## src/kd_cfg_pkg.sv

```systemverilog
// Register map assumes word aligned node slots and a single read-only status word
`default_nettype none

package kd_cfg_pkg;

  localparam int addr_width = 8;   // APB byte address
  localparam int data_width = 32;  // APB data bus

  typedef logic [addr_width-1:0] apb_addr_t;
  typedef logic [data_width-1:0] apb_data_t;

  // Node n configuration lives at node_base + n * node_stride
  localparam apb_addr_t node_base   = 8'h00;
  localparam int        node_stride = 4;
  localparam apb_addr_t status_addr = 8'h20;  // Classified patch counter

  // Configuration word layout
  localparam int idx_lsb    = 0;
  localparam int idx_msb    = 2;   // Three index bits
  localparam int median_lsb = 11;
  localparam int median_msb = 21;  // Full 11-bit signed median

  // Counter wraps silently at its width
  localparam int count_width = 16;
  typedef logic [count_width-1:0] count_t;

endpackage

`default_nettype wire

```

## src/kd_types_pkg.sv

```systemverilog
// Tree shape is fixed at three levels over five signed 11-bit dimensions with no override
`default_nettype none

package kd_types_pkg;

  localparam int num_dims    = 5;                      // Dimensions in every patch
  localparam int dim_width   = 11;                     // Each dimension is a signed value
  localparam int patch_width = num_dims * dim_width;   // 55 bits on the wire
  localparam int tree_depth  = 3;                      // One pipeline stage per level
  localparam int num_nodes   = (1 << tree_depth) - 1;  // Internal nodes in heap order
  localparam int num_leaves  = 1 << tree_depth;

  // Dimension 0 occupies the top bits of the packed patch
  typedef logic [patch_width-1:0] patch_t;

  typedef logic signed [dim_width-1:0] dim_t;     // One sliced dimension
  typedef logic signed [dim_width-1:0] median_t;  // Split value of a node

  // Three bits cover the five dimensions and leave 5 to 7 unused
  typedef logic [2:0] dim_idx_t;

  // Root is node 0 and level L node k is 2^L-1+k
  typedef logic [$clog2(num_nodes)-1:0] node_id_t;

  // The root decision lands in the MSB and a set bit means the patch went right
  typedef logic [$clog2(num_leaves)-1:0] leaf_t;

  // Index held by a node that software never wrote
  localparam dim_idx_t idx_invalid = 3'b111;

endpackage

`default_nettype wire

```

## src/node_cfg_if.sv

```systemverilog
// Fields are only meaningful in the cycle wen is high and there is no handshake back
`timescale 1ns/10ps
`default_nettype none

interface node_cfg_if;

  logic                   wen;     // One-cycle strobe per accepted APB write
  kd_types_pkg::node_id_t node;    // Heap-order number of the target node
  kd_types_pkg::dim_idx_t idx;     // Dimension the node will slice
  kd_types_pkg::median_t  median;  // Signed split value

  // The APB block decodes the bus and produces the write
  modport src (
    output wen, node, idx, median
  );

  // Every tree level listens and picks out its own nodes
  modport dst (
    input wen, node, idx, median
  );

endinterface

`default_nettype wire

```

## src/kd_apb_cfg.sv

```systemverilog
// Zero wait state slave with misaligned or unmapped accesses flagged through pslverr
`timescale 1ns/10ps
`default_nettype none

module kd_apb_cfg (
  input  wire logic                  clk,
  input  wire logic                  rst_n,
  input  wire logic                  psel,
  input  wire logic                  penable,
  input  wire logic                  pwrite,
  input  wire kd_cfg_pkg::apb_addr_t paddr,
  input  wire kd_cfg_pkg::apb_data_t pwdata,
  input  wire logic                  leaf_valid,  // One classified patch per high cycle
  output kd_cfg_pkg::apb_data_t      prdata,
  output logic                       pready,
  output logic                       pslverr,
  node_cfg_if.src                    cfg
);

  logic                  setup;       // First cycle of a transfer
  logic                  access;      // Second cycle where the transfer completes
  kd_cfg_pkg::apb_addr_t node_off;    // Address relative to the node window
  logic                  node_hit;    // Aligned address inside the node window
  logic                  status_hit;
  kd_cfg_pkg::count_t    count_q;     // Classified patches

  assign setup  = psel && !penable;
  assign access = psel && penable;

  assign node_off = paddr - kd_cfg_pkg::node_base;

  // Low bits must be zero and the slot must belong to a real node
  assign node_hit =
    (node_off[$clog2(kd_cfg_pkg::node_stride)-1:0] == '0) &&
    (node_off < kd_cfg_pkg::apb_addr_t'(kd_types_pkg::num_nodes * kd_cfg_pkg::node_stride));

  assign status_hit = (paddr == kd_cfg_pkg::status_addr);

  // Node write goes out in the access cycle and lands on the edge that ends it
  assign cfg.wen    = access && pwrite && node_hit;
  assign cfg.node   = node_off[$clog2(kd_cfg_pkg::node_stride) +: $bits(kd_types_pkg::node_id_t)];
  assign cfg.idx    = pwdata[kd_cfg_pkg::idx_msb:kd_cfg_pkg::idx_lsb];
  assign cfg.median = pwdata[kd_cfg_pkg::median_msb:kd_cfg_pkg::median_lsb];

  assign pready = 1'b1;  // Never stalls

  // Writes must hit a node and reads must hit the status word
  assign pslverr = access && (pwrite ? !node_hit : !status_hit);

  always_comb begin
    if (access && !pwrite && status_hit) begin
      prdata = {{(kd_cfg_pkg::data_width - kd_cfg_pkg::count_width){1'b0}}, count_q};
    end else begin
      prdata = '0;
    end
  end

  // Wraps at the counter width
  always_ff @(posedge clk) begin
    if (!rst_n) begin
      count_q <= '0;
    end else if (leaf_valid) begin
      count_q <= count_q + 1'b1;
    end
  end

  // An access cycle is always preceded by its setup cycle
  a_apb_phase : assert property (
    @(posedge clk) disable iff (!rst_n)
    penable |-> psel && $past(setup)
  );

endmodule

`default_nettype wire

```

## src/kd_internal_node.sv

```systemverilog
// Decision is combinational from the patch and an index of 5 or more slices a zero value
`timescale 1ns/10ps
`default_nettype none

module kd_internal_node (
  input  wire logic                   clk,
  input  wire logic                   rst_n,
  input  wire logic                   wen,         // Load strobe for this node only
  input  wire kd_types_pkg::dim_idx_t cfg_idx,
  input  wire kd_types_pkg::median_t  cfg_median,
  input  wire kd_types_pkg::patch_t   patch,
  output logic                        go_left      // High when the slice is below the median
);

  kd_types_pkg::dim_idx_t idx_q;     // Stored dimension index
  kd_types_pkg::median_t  median_q;  // Stored signed median
  kd_types_pkg::dim_t     dims [kd_types_pkg::num_dims];
  kd_types_pkg::dim_t     slice;     // Dimension picked out of the patch

  // Configuration registers keep their value until the next write
  always_ff @(posedge clk) begin
    if (!rst_n) begin
      idx_q    <= kd_types_pkg::idx_invalid;  // Unconfigured node
      median_q <= '0;
    end else if (wen) begin
      idx_q    <= cfg_idx;
      median_q <= cfg_median;
    end
  end

  // Split the packed patch into dimensions with dimension 0 from the top bits
  for (genvar d = 0; d < kd_types_pkg::num_dims; d++) begin : g_dim
    assign dims[d] = patch[(kd_types_pkg::num_dims - d) * kd_types_pkg::dim_width - 1
                           -: kd_types_pkg::dim_width];
  end

  always_comb begin
    if (idx_q < kd_types_pkg::dim_idx_t'(kd_types_pkg::num_dims)) begin
      slice = dims[idx_q];
    end else begin
      slice = '0;  // Invalid index reads as zero so the patch goes right
    end
  end

  assign go_left = slice < median_q;  // Both operands are signed

  // Only real dimensions or the disable value may be written
  a_cfg_idx_legal : assert property (
    @(posedge clk) disable iff (!rst_n)
    wen |-> (cfg_idx < kd_types_pkg::dim_idx_t'(kd_types_pkg::num_dims)) ||
            (cfg_idx == kd_types_pkg::idx_invalid)
  );

endmodule

`default_nettype wire

```

## src/kd_tree_level.sv

```systemverilog
// At level 0 in_path is a single tie-off bit that the root ignores since it has one node
`timescale 1ns/10ps
`default_nettype none

module kd_tree_level #(
  parameter int level = 0  // 0 is the root level
) (
  input  wire logic                               clk,
  input  wire logic                               rst_n,
  node_cfg_if.dst                                 cfg,
  input  wire logic                               in_valid,
  input  wire kd_types_pkg::patch_t               in_patch,
  input  wire logic [((level == 0) ? 1 : level)-1:0] in_path,   // Decisions of earlier levels
  output logic                                    out_valid,
  output kd_types_pkg::patch_t                    out_patch,
  output logic [level:0]                          out_path
);

  localparam int nodes = 1 << level;  // Nodes on this level
  localparam int base  = nodes - 1;   // Heap number of the leftmost node

  logic [nodes-1:0] node_wen;  // Per node write strobe
  logic [nodes-1:0] go_left;   // Decision of every node on the level
  logic             sel_left;  // Decision of the node on this patch's path
  int               node_sel;
  logic [level:0]   path_d;    // Path extended by this level

  // The partial path names the node within the level
  assign node_sel = (level == 0) ? 0 : int'(in_path);

  for (genvar k = 0; k < nodes; k++) begin : g_node
    assign node_wen[k] = cfg.wen && (cfg.node == kd_types_pkg::node_id_t'(base + k));

    kd_internal_node node_inst (
      .clk        (clk),
      .rst_n      (rst_n),
      .wen        (node_wen[k]),
      .cfg_idx    (cfg.idx),
      .cfg_median (cfg.median),
      .patch      (in_patch),
      .go_left    (go_left[k])
    );
  end

  always_comb begin
    sel_left = 1'b0;
    for (int k = 0; k < nodes; k++) begin
      if (node_sel == k) sel_left = go_left[k];
    end
  end

  // Right is recorded as 1 so the final path equals the leaf number
  if (level == 0) begin : g_root_path
    assign path_d = ~sel_left;
  end else begin : g_path
    assign path_d = {in_path, ~sel_left};
  end

  always_ff @(posedge clk) begin
    if (!rst_n) out_valid <= 1'b0;
    else        out_valid <= in_valid;
  end

  // Payload follows valid without a reset
  always_ff @(posedge clk) begin
    out_patch <= in_patch;
    out_path  <= path_d;
  end

  a_valid_known : assert property (@(posedge clk) disable iff (!rst_n) !$isunknown(out_valid));

endmodule

`default_nettype wire

```

## src/kd_tree_search.sv

```systemverilog
// Fixed-rate pipeline without back-pressure so each leaf must be taken in the cycle it shows
`timescale 1ns/10ps
`default_nettype none

module kd_tree_search (
  input  wire logic                  clk,
  input  wire logic                  rst_n,
  input  wire logic                  psel,
  input  wire logic                  penable,
  input  wire logic                  pwrite,
  input  wire kd_cfg_pkg::apb_addr_t paddr,
  input  wire kd_cfg_pkg::apb_data_t pwdata,
  output kd_cfg_pkg::apb_data_t      prdata,
  output logic                       pready,
  output logic                       pslverr,
  input  wire logic                  patch_valid,  // Accepted on every edge where high
  input  wire kd_types_pkg::patch_t  patch,
  output logic                       leaf_valid,   // Three cycles after the patch
  output kd_types_pkg::leaf_t        leaf
);

  node_cfg_if cfg_bus ();  // Shared by all levels

  logic                 valid_1;  // Root stage output
  kd_types_pkg::patch_t patch_1;
  logic [0:0]           path_1;
  logic                 valid_2;  // Middle stage output
  kd_types_pkg::patch_t patch_2;
  logic [1:0]           path_2;

  kd_apb_cfg apb_cfg_inst (
    .clk        (clk),
    .rst_n      (rst_n),
    .psel       (psel),
    .penable    (penable),
    .pwrite     (pwrite),
    .paddr      (paddr),
    .pwdata     (pwdata),
    .leaf_valid (leaf_valid),
    .prdata     (prdata),
    .pready     (pready),
    .pslverr    (pslverr),
    .cfg        (cfg_bus.src)
  );

  // The root has a single node and needs no path
  kd_tree_level #(.level(0)) level_0_inst (
    .clk (clk), .rst_n (rst_n), .cfg (cfg_bus.dst),
    .in_valid (patch_valid), .in_patch (patch), .in_path (1'b0),
    .out_valid (valid_1), .out_patch (patch_1), .out_path (path_1)
  );

  kd_tree_level #(.level(1)) level_1_inst (
    .clk (clk), .rst_n (rst_n), .cfg (cfg_bus.dst),
    .in_valid (valid_1), .in_patch (patch_1), .in_path (path_1),
    .out_valid (valid_2), .out_patch (patch_2), .out_path (path_2)
  );

  // The full path of the last level is the leaf number and no level follows to take the patch
  kd_tree_level #(.level(2)) level_2_inst (
    .clk (clk), .rst_n (rst_n), .cfg (cfg_bus.dst),
    .in_valid (valid_2), .in_patch (patch_2), .in_path (path_2),
    .out_valid (leaf_valid), .out_patch (), .out_path (leaf)
  );

endmodule

`default_nettype wire

```

## config.mk

```make
export PLATFORM = sky130hd
export DESIGN_NAME = kd_tree_search
export DESIGN_NICKNAME = d
export VERILOG_FILES = /design/src/kd_cfg_pkg.sv /design/src/kd_types_pkg.sv /design/src/node_cfg_if.sv /design/src/kd_apb_cfg.sv /design/src/kd_internal_node.sv /design/src/kd_tree_level.sv /design/src/kd_tree_search.sv
export SDC_FILE = /design/constraint.sdc
export NUM_CORES = 1
export LEC_CHECK = 0
export ABC_AREA = 1
export BUFFER_PORTS_ARGS = -buffer_cell sky130_fd_sc_hd__buf_2
export CORE_MARGIN = 5
export CORE_UTILIZATION = 40
export CTS_CLUSTER_SIZE = 12
export DETAILED_ROUTE_END_ITERATION = 16
export MAX_ROUTING_LAYER = met4
export PLACE_DENSITY_LB_ADDON = 0.12
export REMOVE_ABC_BUFFERS = 1
export SLEW_MARGIN = 25
export SYNTH_ARGS = -nofsm -noshare
export SYNTH_HDL_FRONTEND = slang
export SYNTH_HIERARCHICAL = 1
export SYNTH_SLANG_ARGS = --single-unit
```

## constraint.sdc

```tcl
create_clock -name clk -period 2 [get_ports clk]
set_input_delay 0.2 -clock clk [delete_from_list [all_inputs] [get_ports clk]]
set_output_delay 0.2 -clock clk [all_outputs]
set_load 0.01 [all_outputs]
```

-- After elaboration in Yosys (flattened, before gate mapping)
Index checks and enable logic that the tools add are counted.
- $add $sub $neg: 1
- $lt $le $gt $ge: 22
- equal/unequal tests: 10
- multiplexer cells: 36
- bitwise logic cells: 10
- reduce and logical (&&, ||, !) cells: 21
- operators by type and width (cell ; count):
    binary-select mux 11 bit (select 3 bit) ; 7
    two-way mux 11 bit ; 21
    less-than comparator 11 bit ; 7
    logical NOT 32 bit ; 2
    greater-or-equal comparator 4 bit (second input constant) ; 7
    NOT 3 -> 4 bit ; 7
    less-than comparator 3 bit (second input constant) ; 7
    adder 16 x 1 -> 16 bit (second input constant) ; 1
    two-way mux 16 bit ; 1
    logical AND 1 bit ; 14
    == test 3 bit (second input constant) ; 3
    == test 8 x 6 -> 1 bit (second input constant) ; 1
    less-than comparator 8 x 5 -> 1 bit (second input constant) ; 1
    two-way mux 1 bit ; 7
    == test 3 x 2 -> 1 bit (second input constant) ; 2
    == test 2 bit (second input constant) ; 2
    == test 3 x 1 -> 1 bit (second input constant) ; 1
    logical NOT 1 bit ; 3
    logical NOT 3 bit ; 1
    NOT 1 bit ; 3
    == test 2 x 1 -> 1 bit (second input constant) ; 1
    logical NOT 2 bit ; 1
- flip-flop bits (word level): 233
- word-level logic and storage cells: 123

-- Depth between registers and ports, before layout
- depth after elaboration: 11
- gate-level depth with buffers: 17
- gate-level depth less buffers: 16

-- Hierarchy
The synthesis kept the hierarchy.
- modules (own cells, without submodules) (module ; times used ; cells each ; area an instance (um^2) ; seq. area each (um^2)):
    kd_internal_node at level_2_inst.g_node[0].node_inst ... ; 3 ; 200 ; 1187.4 ; 280.3
    kd_internal_node at level_1_inst.g_node[0].node_inst ... ; 2 ; 201 ; 1191.1 ; 280.3
    kd_tree_level at level_2_inst ; 1 ; 78 ; 1265.0 ; 1181.1
    kd_apb_cfg ; 1 ; 192 ; 1237.4 ; 320.3
    kd_tree_level at level_1_inst ; 1 ; 74 ; 1221.2 ; 1161.1
    kd_internal_node at level_2_inst.g_node[3].node_inst ; 1 ; 200 ; 1186.1 ; 280.3
    kd_internal_node at level_0_inst.g_node[0].node_inst ; 1 ; 198 ; 1182.4 ; 280.3
    kd_tree_level at level_0_inst ; 1 ; 66 ; 1174.9 ; 1141.1
    kd_tree_search ; 1 ; 1 ; 3.8 ; 0.0

-- Worst setup path after synthesis
OpenSTA, ideal clock, no wires.
- path type: reg-to-reg
- from: reg level_2_inst.g_node[1].node_inst.idx_q[0]
- to: reg level_2_inst.out_path[0]
- setup time: 0.113 ns
- arrival: 1.890 ns
- required time: 1.887 ns
- path slack: -0.003 ns
- cell stages (with the launch flop): 14
- path buffers: 1
- clock period less this slack: 2.003 ns
- cell sequence: dfxtp_1 > nor2_1 > clkbuf_1 > a21oi_1 > a31oi_1 > ha_1 > a21oi_1 > o21ai_0 > nor2_1 > nand3_1 > nand2_1 > nand2_1 > nand3_1 > nand2_1
- cells in the longest elaborated chain, start to end: 10
- elaborated cells between the ends (all ways): 11
- those cells by class: order compare (2); mux (7); bitwise (2)
- ends and longest elaborated chain (element ; line ; RTL):
    start: declaration ; kd_internal_node.sv:15 ; kd_types_pkg::dim_idx_t idx_q;
    start signal: assignment ; kd_internal_node.sv:23 ; idx_q <= kd_types_pkg::idx_invalid;
    start signal: assignment ; kd_internal_node.sv:26 ; idx_q <= cfg_idx;
    NOT 3 -> 4 bit (implied by the code) ; kd_internal_node.sv:39 ; slice = dims[idx_q];
    binary-select mux 11 bit (select 3 bit) ; kd_internal_node.sv:39 ;
    two-way mux 11 bit (implied by the code) (2 in series) ; kd_internal_node.sv:39 ;
    two-way mux 11 bit (*) ; kd_internal_node.sv:38 ; if (idx_q < kd_types_pkg::dim_idx_t'(kd_types_pkg::num_dims)) begin
    less-than comparator 11 bit (*) ; kd_internal_node.sv:45 ; assign go_left = slice < median_q;
    named net level_2_inst.go_left[1] ; kd_tree_level.sv:23 ; logic [nodes-1:0] go_left;
    two-way mux 1 bit (*) (3 in series) ; kd_tree_level.sv:48 ; if (node_sel == k) sel_left = go_left[k];
    NOT 1 bit (*) ; kd_tree_level.sv:56 ; assign path_d = {in_path, ~sel_left};
    named net level_2_inst.path_d[0] ; kd_tree_level.sv:26 ; logic [level:0] path_d;
    end signal: assignment ; kd_tree_level.sv:67 ; out_path <= path_d;
    end: declaration ; kd_tree_level.sv:16 ; output logic [level:0] out_path
Mark *: on every way through the listed nets, which the timed path passes. The rest lies on a longest branch. The select of a mux whose other input is x is not followed.
A chain may end at the register's enable or synchronous reset.

-- Final worst setup path
- from: reg level_2_inst.g_node[0].node_inst.idx_q[0]
- to: reg level_2_inst.out_path[0]
- cells in the longest elaborated chain, start to end: 11
- elaborated cells between the ends (all ways): 12
- those cells by class: order compare (2); mux (8); bitwise (2)
- ends and longest elaborated chain (element ; line):
    start: declaration ; kd_internal_node.sv:15
    start signal: assignment ; kd_internal_node.sv:23
    start signal: assignment ; kd_internal_node.sv:26
    NOT 3 -> 4 bit (implied by the code) ; kd_internal_node.sv:39
    binary-select mux 11 bit (select 3 bit) ; kd_internal_node.sv:39
    two-way mux 11 bit (implied by the code) (2 in series) ; kd_internal_node.sv:39
    two-way mux 11 bit (*) ; kd_internal_node.sv:38
    less-than comparator 11 bit (*) ; kd_internal_node.sv:45
    named net level_2_inst.go_left[0] ; kd_tree_level.sv:23
    two-way mux 1 bit (*) (4 in series) ; kd_tree_level.sv:48
    NOT 1 bit (*) ; kd_tree_level.sv:56
    named net level_2_inst.path_d[0] ; kd_tree_level.sv:26
Marked as above.

==> results.sh <==
export IMPL_place_ws_ps=-328.7
export IMPL_detail_route_vias_per_cell=4.995
export IMPL_rrSetupSlack_ps=-220
export IMPL_worstRegToRegCells=15
export IMPL_synth_warnings=6
export IMPL_row_count=63
export IMPL_skew_ps=10.83
export IMPL_vias=11880
export IMPL_worstPathRequired_ps=2420
export IMPL_overflow=0
export IMPL_finalHoldViolations=0
export IMPL_placed_cell_area_um2=13730
export IMPL_timing_rr_start="level_2_inst/g_node[0].node_inst/idx_q[0]"
export IMPL_cts_sinks=233
export IMPL_critPathSlowestCell="dfxtp_4"
export IMPL_stdcell_count=2379
export IMPL_min_period_ps=2221
export IMPL_startpoint="level_2_inst/g_node[0].node_inst/idx_q[0]"
export IMPL_holdPathStages=3
export IMPL_numCtsBuffers=26
export IMPL_netlist_instances=1755
export IMPL_path_buf_inv=1
export IMPL_vdd_ir_drop_max_uv=461.6
export IMPL_finalSetupViolCount=3
export IMPL_syn_avg_cell_area_um2=6.900
export IMPL_endpoint="level_2_inst/out_path[0]"
export IMPL_clk_latency_ps=520
export IMPL_status="complete, but fails checks"
export IMPL_start_kind="register"
export IMPL_dieArea_um2=33860
export IMPL_critical_path_top_delay_family="simple AND/OR/NAND/NOR gates"
export IMPL_cp_slowest_stage_delay_ps=380
export IMPL_fp_dieH_um=184
export IMPL_power_density_nw_per_um2=655.4
export IMPL_cts_max_level=1
export IMPL_areaGrowthSynthToFinish_pct=27.22
export IMPL_fmax_mhz=450.2
export IMPL_slew_violations=0
export IMPL_rsz0062_at_grt="true"
export IMPL_final_period_utilization_pct=111.1
export IMPL_cp_depth=15
export IMPL_syn_area_um2=12110
export IMPL_drive_gt1_share_pct=17.35
export IMPL_drt_iter0_drc=708
export IMPL_grt_pass1_wl_mm=62.04
export IMPL_cap_violations=0
export IMPL_crit_path_frequent_cell="nand2_1"
export IMPL_wirelength_mm=38.94
export IMPL_initial_core_util_pct=40.64
export IMPL_antenna_found_initial=1
export IMPL_drt_wirelength_per_cell_um=16.37
export IMPL_root_buffer="clkbuf_16"
export IMPL_dpl_cell_count=2270
export IMPL_power_leakage_nw=6.842
export IMPL_nets=2144
export IMPL_port_buffer_count=103
export IMPL_grt_pass1_vias=11340
export IMPL_gp_congestion=0.9631
export IMPL_cts_tree="done"
export IMPL_reg2reg_to="level_2_inst/out_path[0]"
export IMPL_hold_path_class="in -> reg"
export IMPL_clkTransAtPathRegs_ps=60
export IMPL_end_kind="register"
export IMPL_drt_pass1_iterations=5
export IMPL_drtAntennaViolNets=0
export IMPL_dp_hpwl_mm=30.28
export IMPL_diodes=0
export IMPL_drc_errors=0
export IMPL_crit_fanout=16
export IMPL_setup_ws_ps=-221.3
export IMPL_violations="setup timing"
export IMPL_pin_count=139
export IMPL_grt_max_degree=56
export IMPL_cp_arrival_ps=2640
export IMPL_cts_buffer_depth=3
export IMPL_track_usage_pct=23.44
export IMPL_coreArea_um2=29800
export IMPL_slew_headroom_pct=54.12
export IMPL_path_class="reg -> reg"
export IMPL_worst_pin_slew_ps=687.4
export IMPL_critical_path_cell_chain="buf_12, nor2_1, nor2_1, o21ai_0, a31oi_1, ha_1, nand2_1, o21bai_1, a21oi_1, nor2_1, nand3_1, nand2_1, nand2_1, nand3_1, nand2_1"
export IMPL_die_x_um=184
export IMPL_stdcell_area_um2=15410
## worst reg2reg max path: cells and delay by family, from the launching register on
kind / cells / cell delay, ps
fa+ha+maj: 1 / 300
buf+inv: 1 / 140
compound gates: 4 / 580
flops: 1 / 380
simple gates: 9 / 700
## layer usage
metal	vias up	track usage (%)	wire (um)
met4	0	5.768	902
li1	6177	-	-
met3	61	2.157	1490
met5	-	-	0
met2	285	38.35	18160
met1	5361	31.47	18390
## worst min path at each step
stage	end	startpoint	slack [ps]
finish	level_1_inst/g_node[1].node_inst/idx_q[2]	pwdata[2]	100
floorplan	level_0_inst/out_patch[0]	patch[0]	230
detailed placement	level_0_inst/out_patch[8]	patch[8]	320
CTS	level_1_inst/g_node[1].node_inst/idx_q[2]	pwdata[2]	60
global route	level_1_inst/g_node[1].node_inst/idx_q[2]	pwdata[2]	80
global placement	level_0_inst/out_patch[12]	patch[12]	320
## cell type report
type	count	area, um^2
Inverter	204	775.7
Timing Repair Buffer	294	2330
Sequential cell	233	4684
Clock inverter	9	97.59
Fill cell	2999	14390
Multi-Input combinational cell	1213	6292
Tap cell	390	488.0
Clock buffer	36	739.5
## stage by stage
step | TNS (ps) | power [mW] | util, % | hold WS, ps
after global routing | -925.4 | 10.47 | 51.71 | 79.74
after CTS | -330.3 | 10.19 | 51.21 | 64.08
after detailed placement | -1198 | 5.419 | 46.09 | 318.5
final | -364.6 | 10.10 | 51.71 | 95.64
after global placement | -1148 | 5.415 | 46.09 | 315.4
after floorplan | -685.5 | 5.097 | - | 227.7
## state kept, by name (all words and copies together) (netlist names)
| register | count |
|---|---|
| level_0_inst/out_patch | 55 |
| level_1_inst/out_patch | 55 |
| level_2_inst/g_node.node_inst/median_q | 44 |
| level_1_inst/g_node.node_inst/median_q | 22 |
| apb_cfg_inst/count_q | 16 |
| level_2_inst/g_node.node_inst/idx_q | 12 |
| level_0_inst/g_node.node_inst/median_q | 11 |
| level_1_inst/g_node.node_inst/idx_q | 6 |
| level_0_inst/g_node.node_inst/idx_q | 3 |
| level_2_inst/out_path | 3 |
| level_1_inst/out_path | 2 |
| level_0_inst/out_path | 1 |
| level_0_inst/out_valid | 1 |
| level_1_inst/out_valid | 1 |
| level_2_inst/out_valid | 1 |
## power by group
group	total, mW	switching, mW	leakage, nW	internal [mW]
Clock	4.68	1.86	0.413	2.82
Sequential	4.94	0.175	1.92	4.77
Combinational	0.472	0.258	4.51	0.214
## repair_timing
item,4_1_cts,5_1_grt
hold buffers,56,0
gates cloned,0,1
resized for setup,41,38
pin swaps,19,37
setup endpoints to repair,3,3
setup buffers,2,6
hold endpoints to repair,56,0
## layout by cell type, fill, tap and decap left out, types with 27 or more instances in the layout
cell and count:
nor2_1 332, dfxtp_1 223, a21oi_1 208, o21ai_0 198, inv_1 191, nand2_1 160
buf_4 111, buf_2 104, a31oi_1 74, ha_1 67, dlygate4sd3_1 56, o21ai_1 49
nand3_1 36, clkbuf_16 27
(Power assumes the default switching activity.)
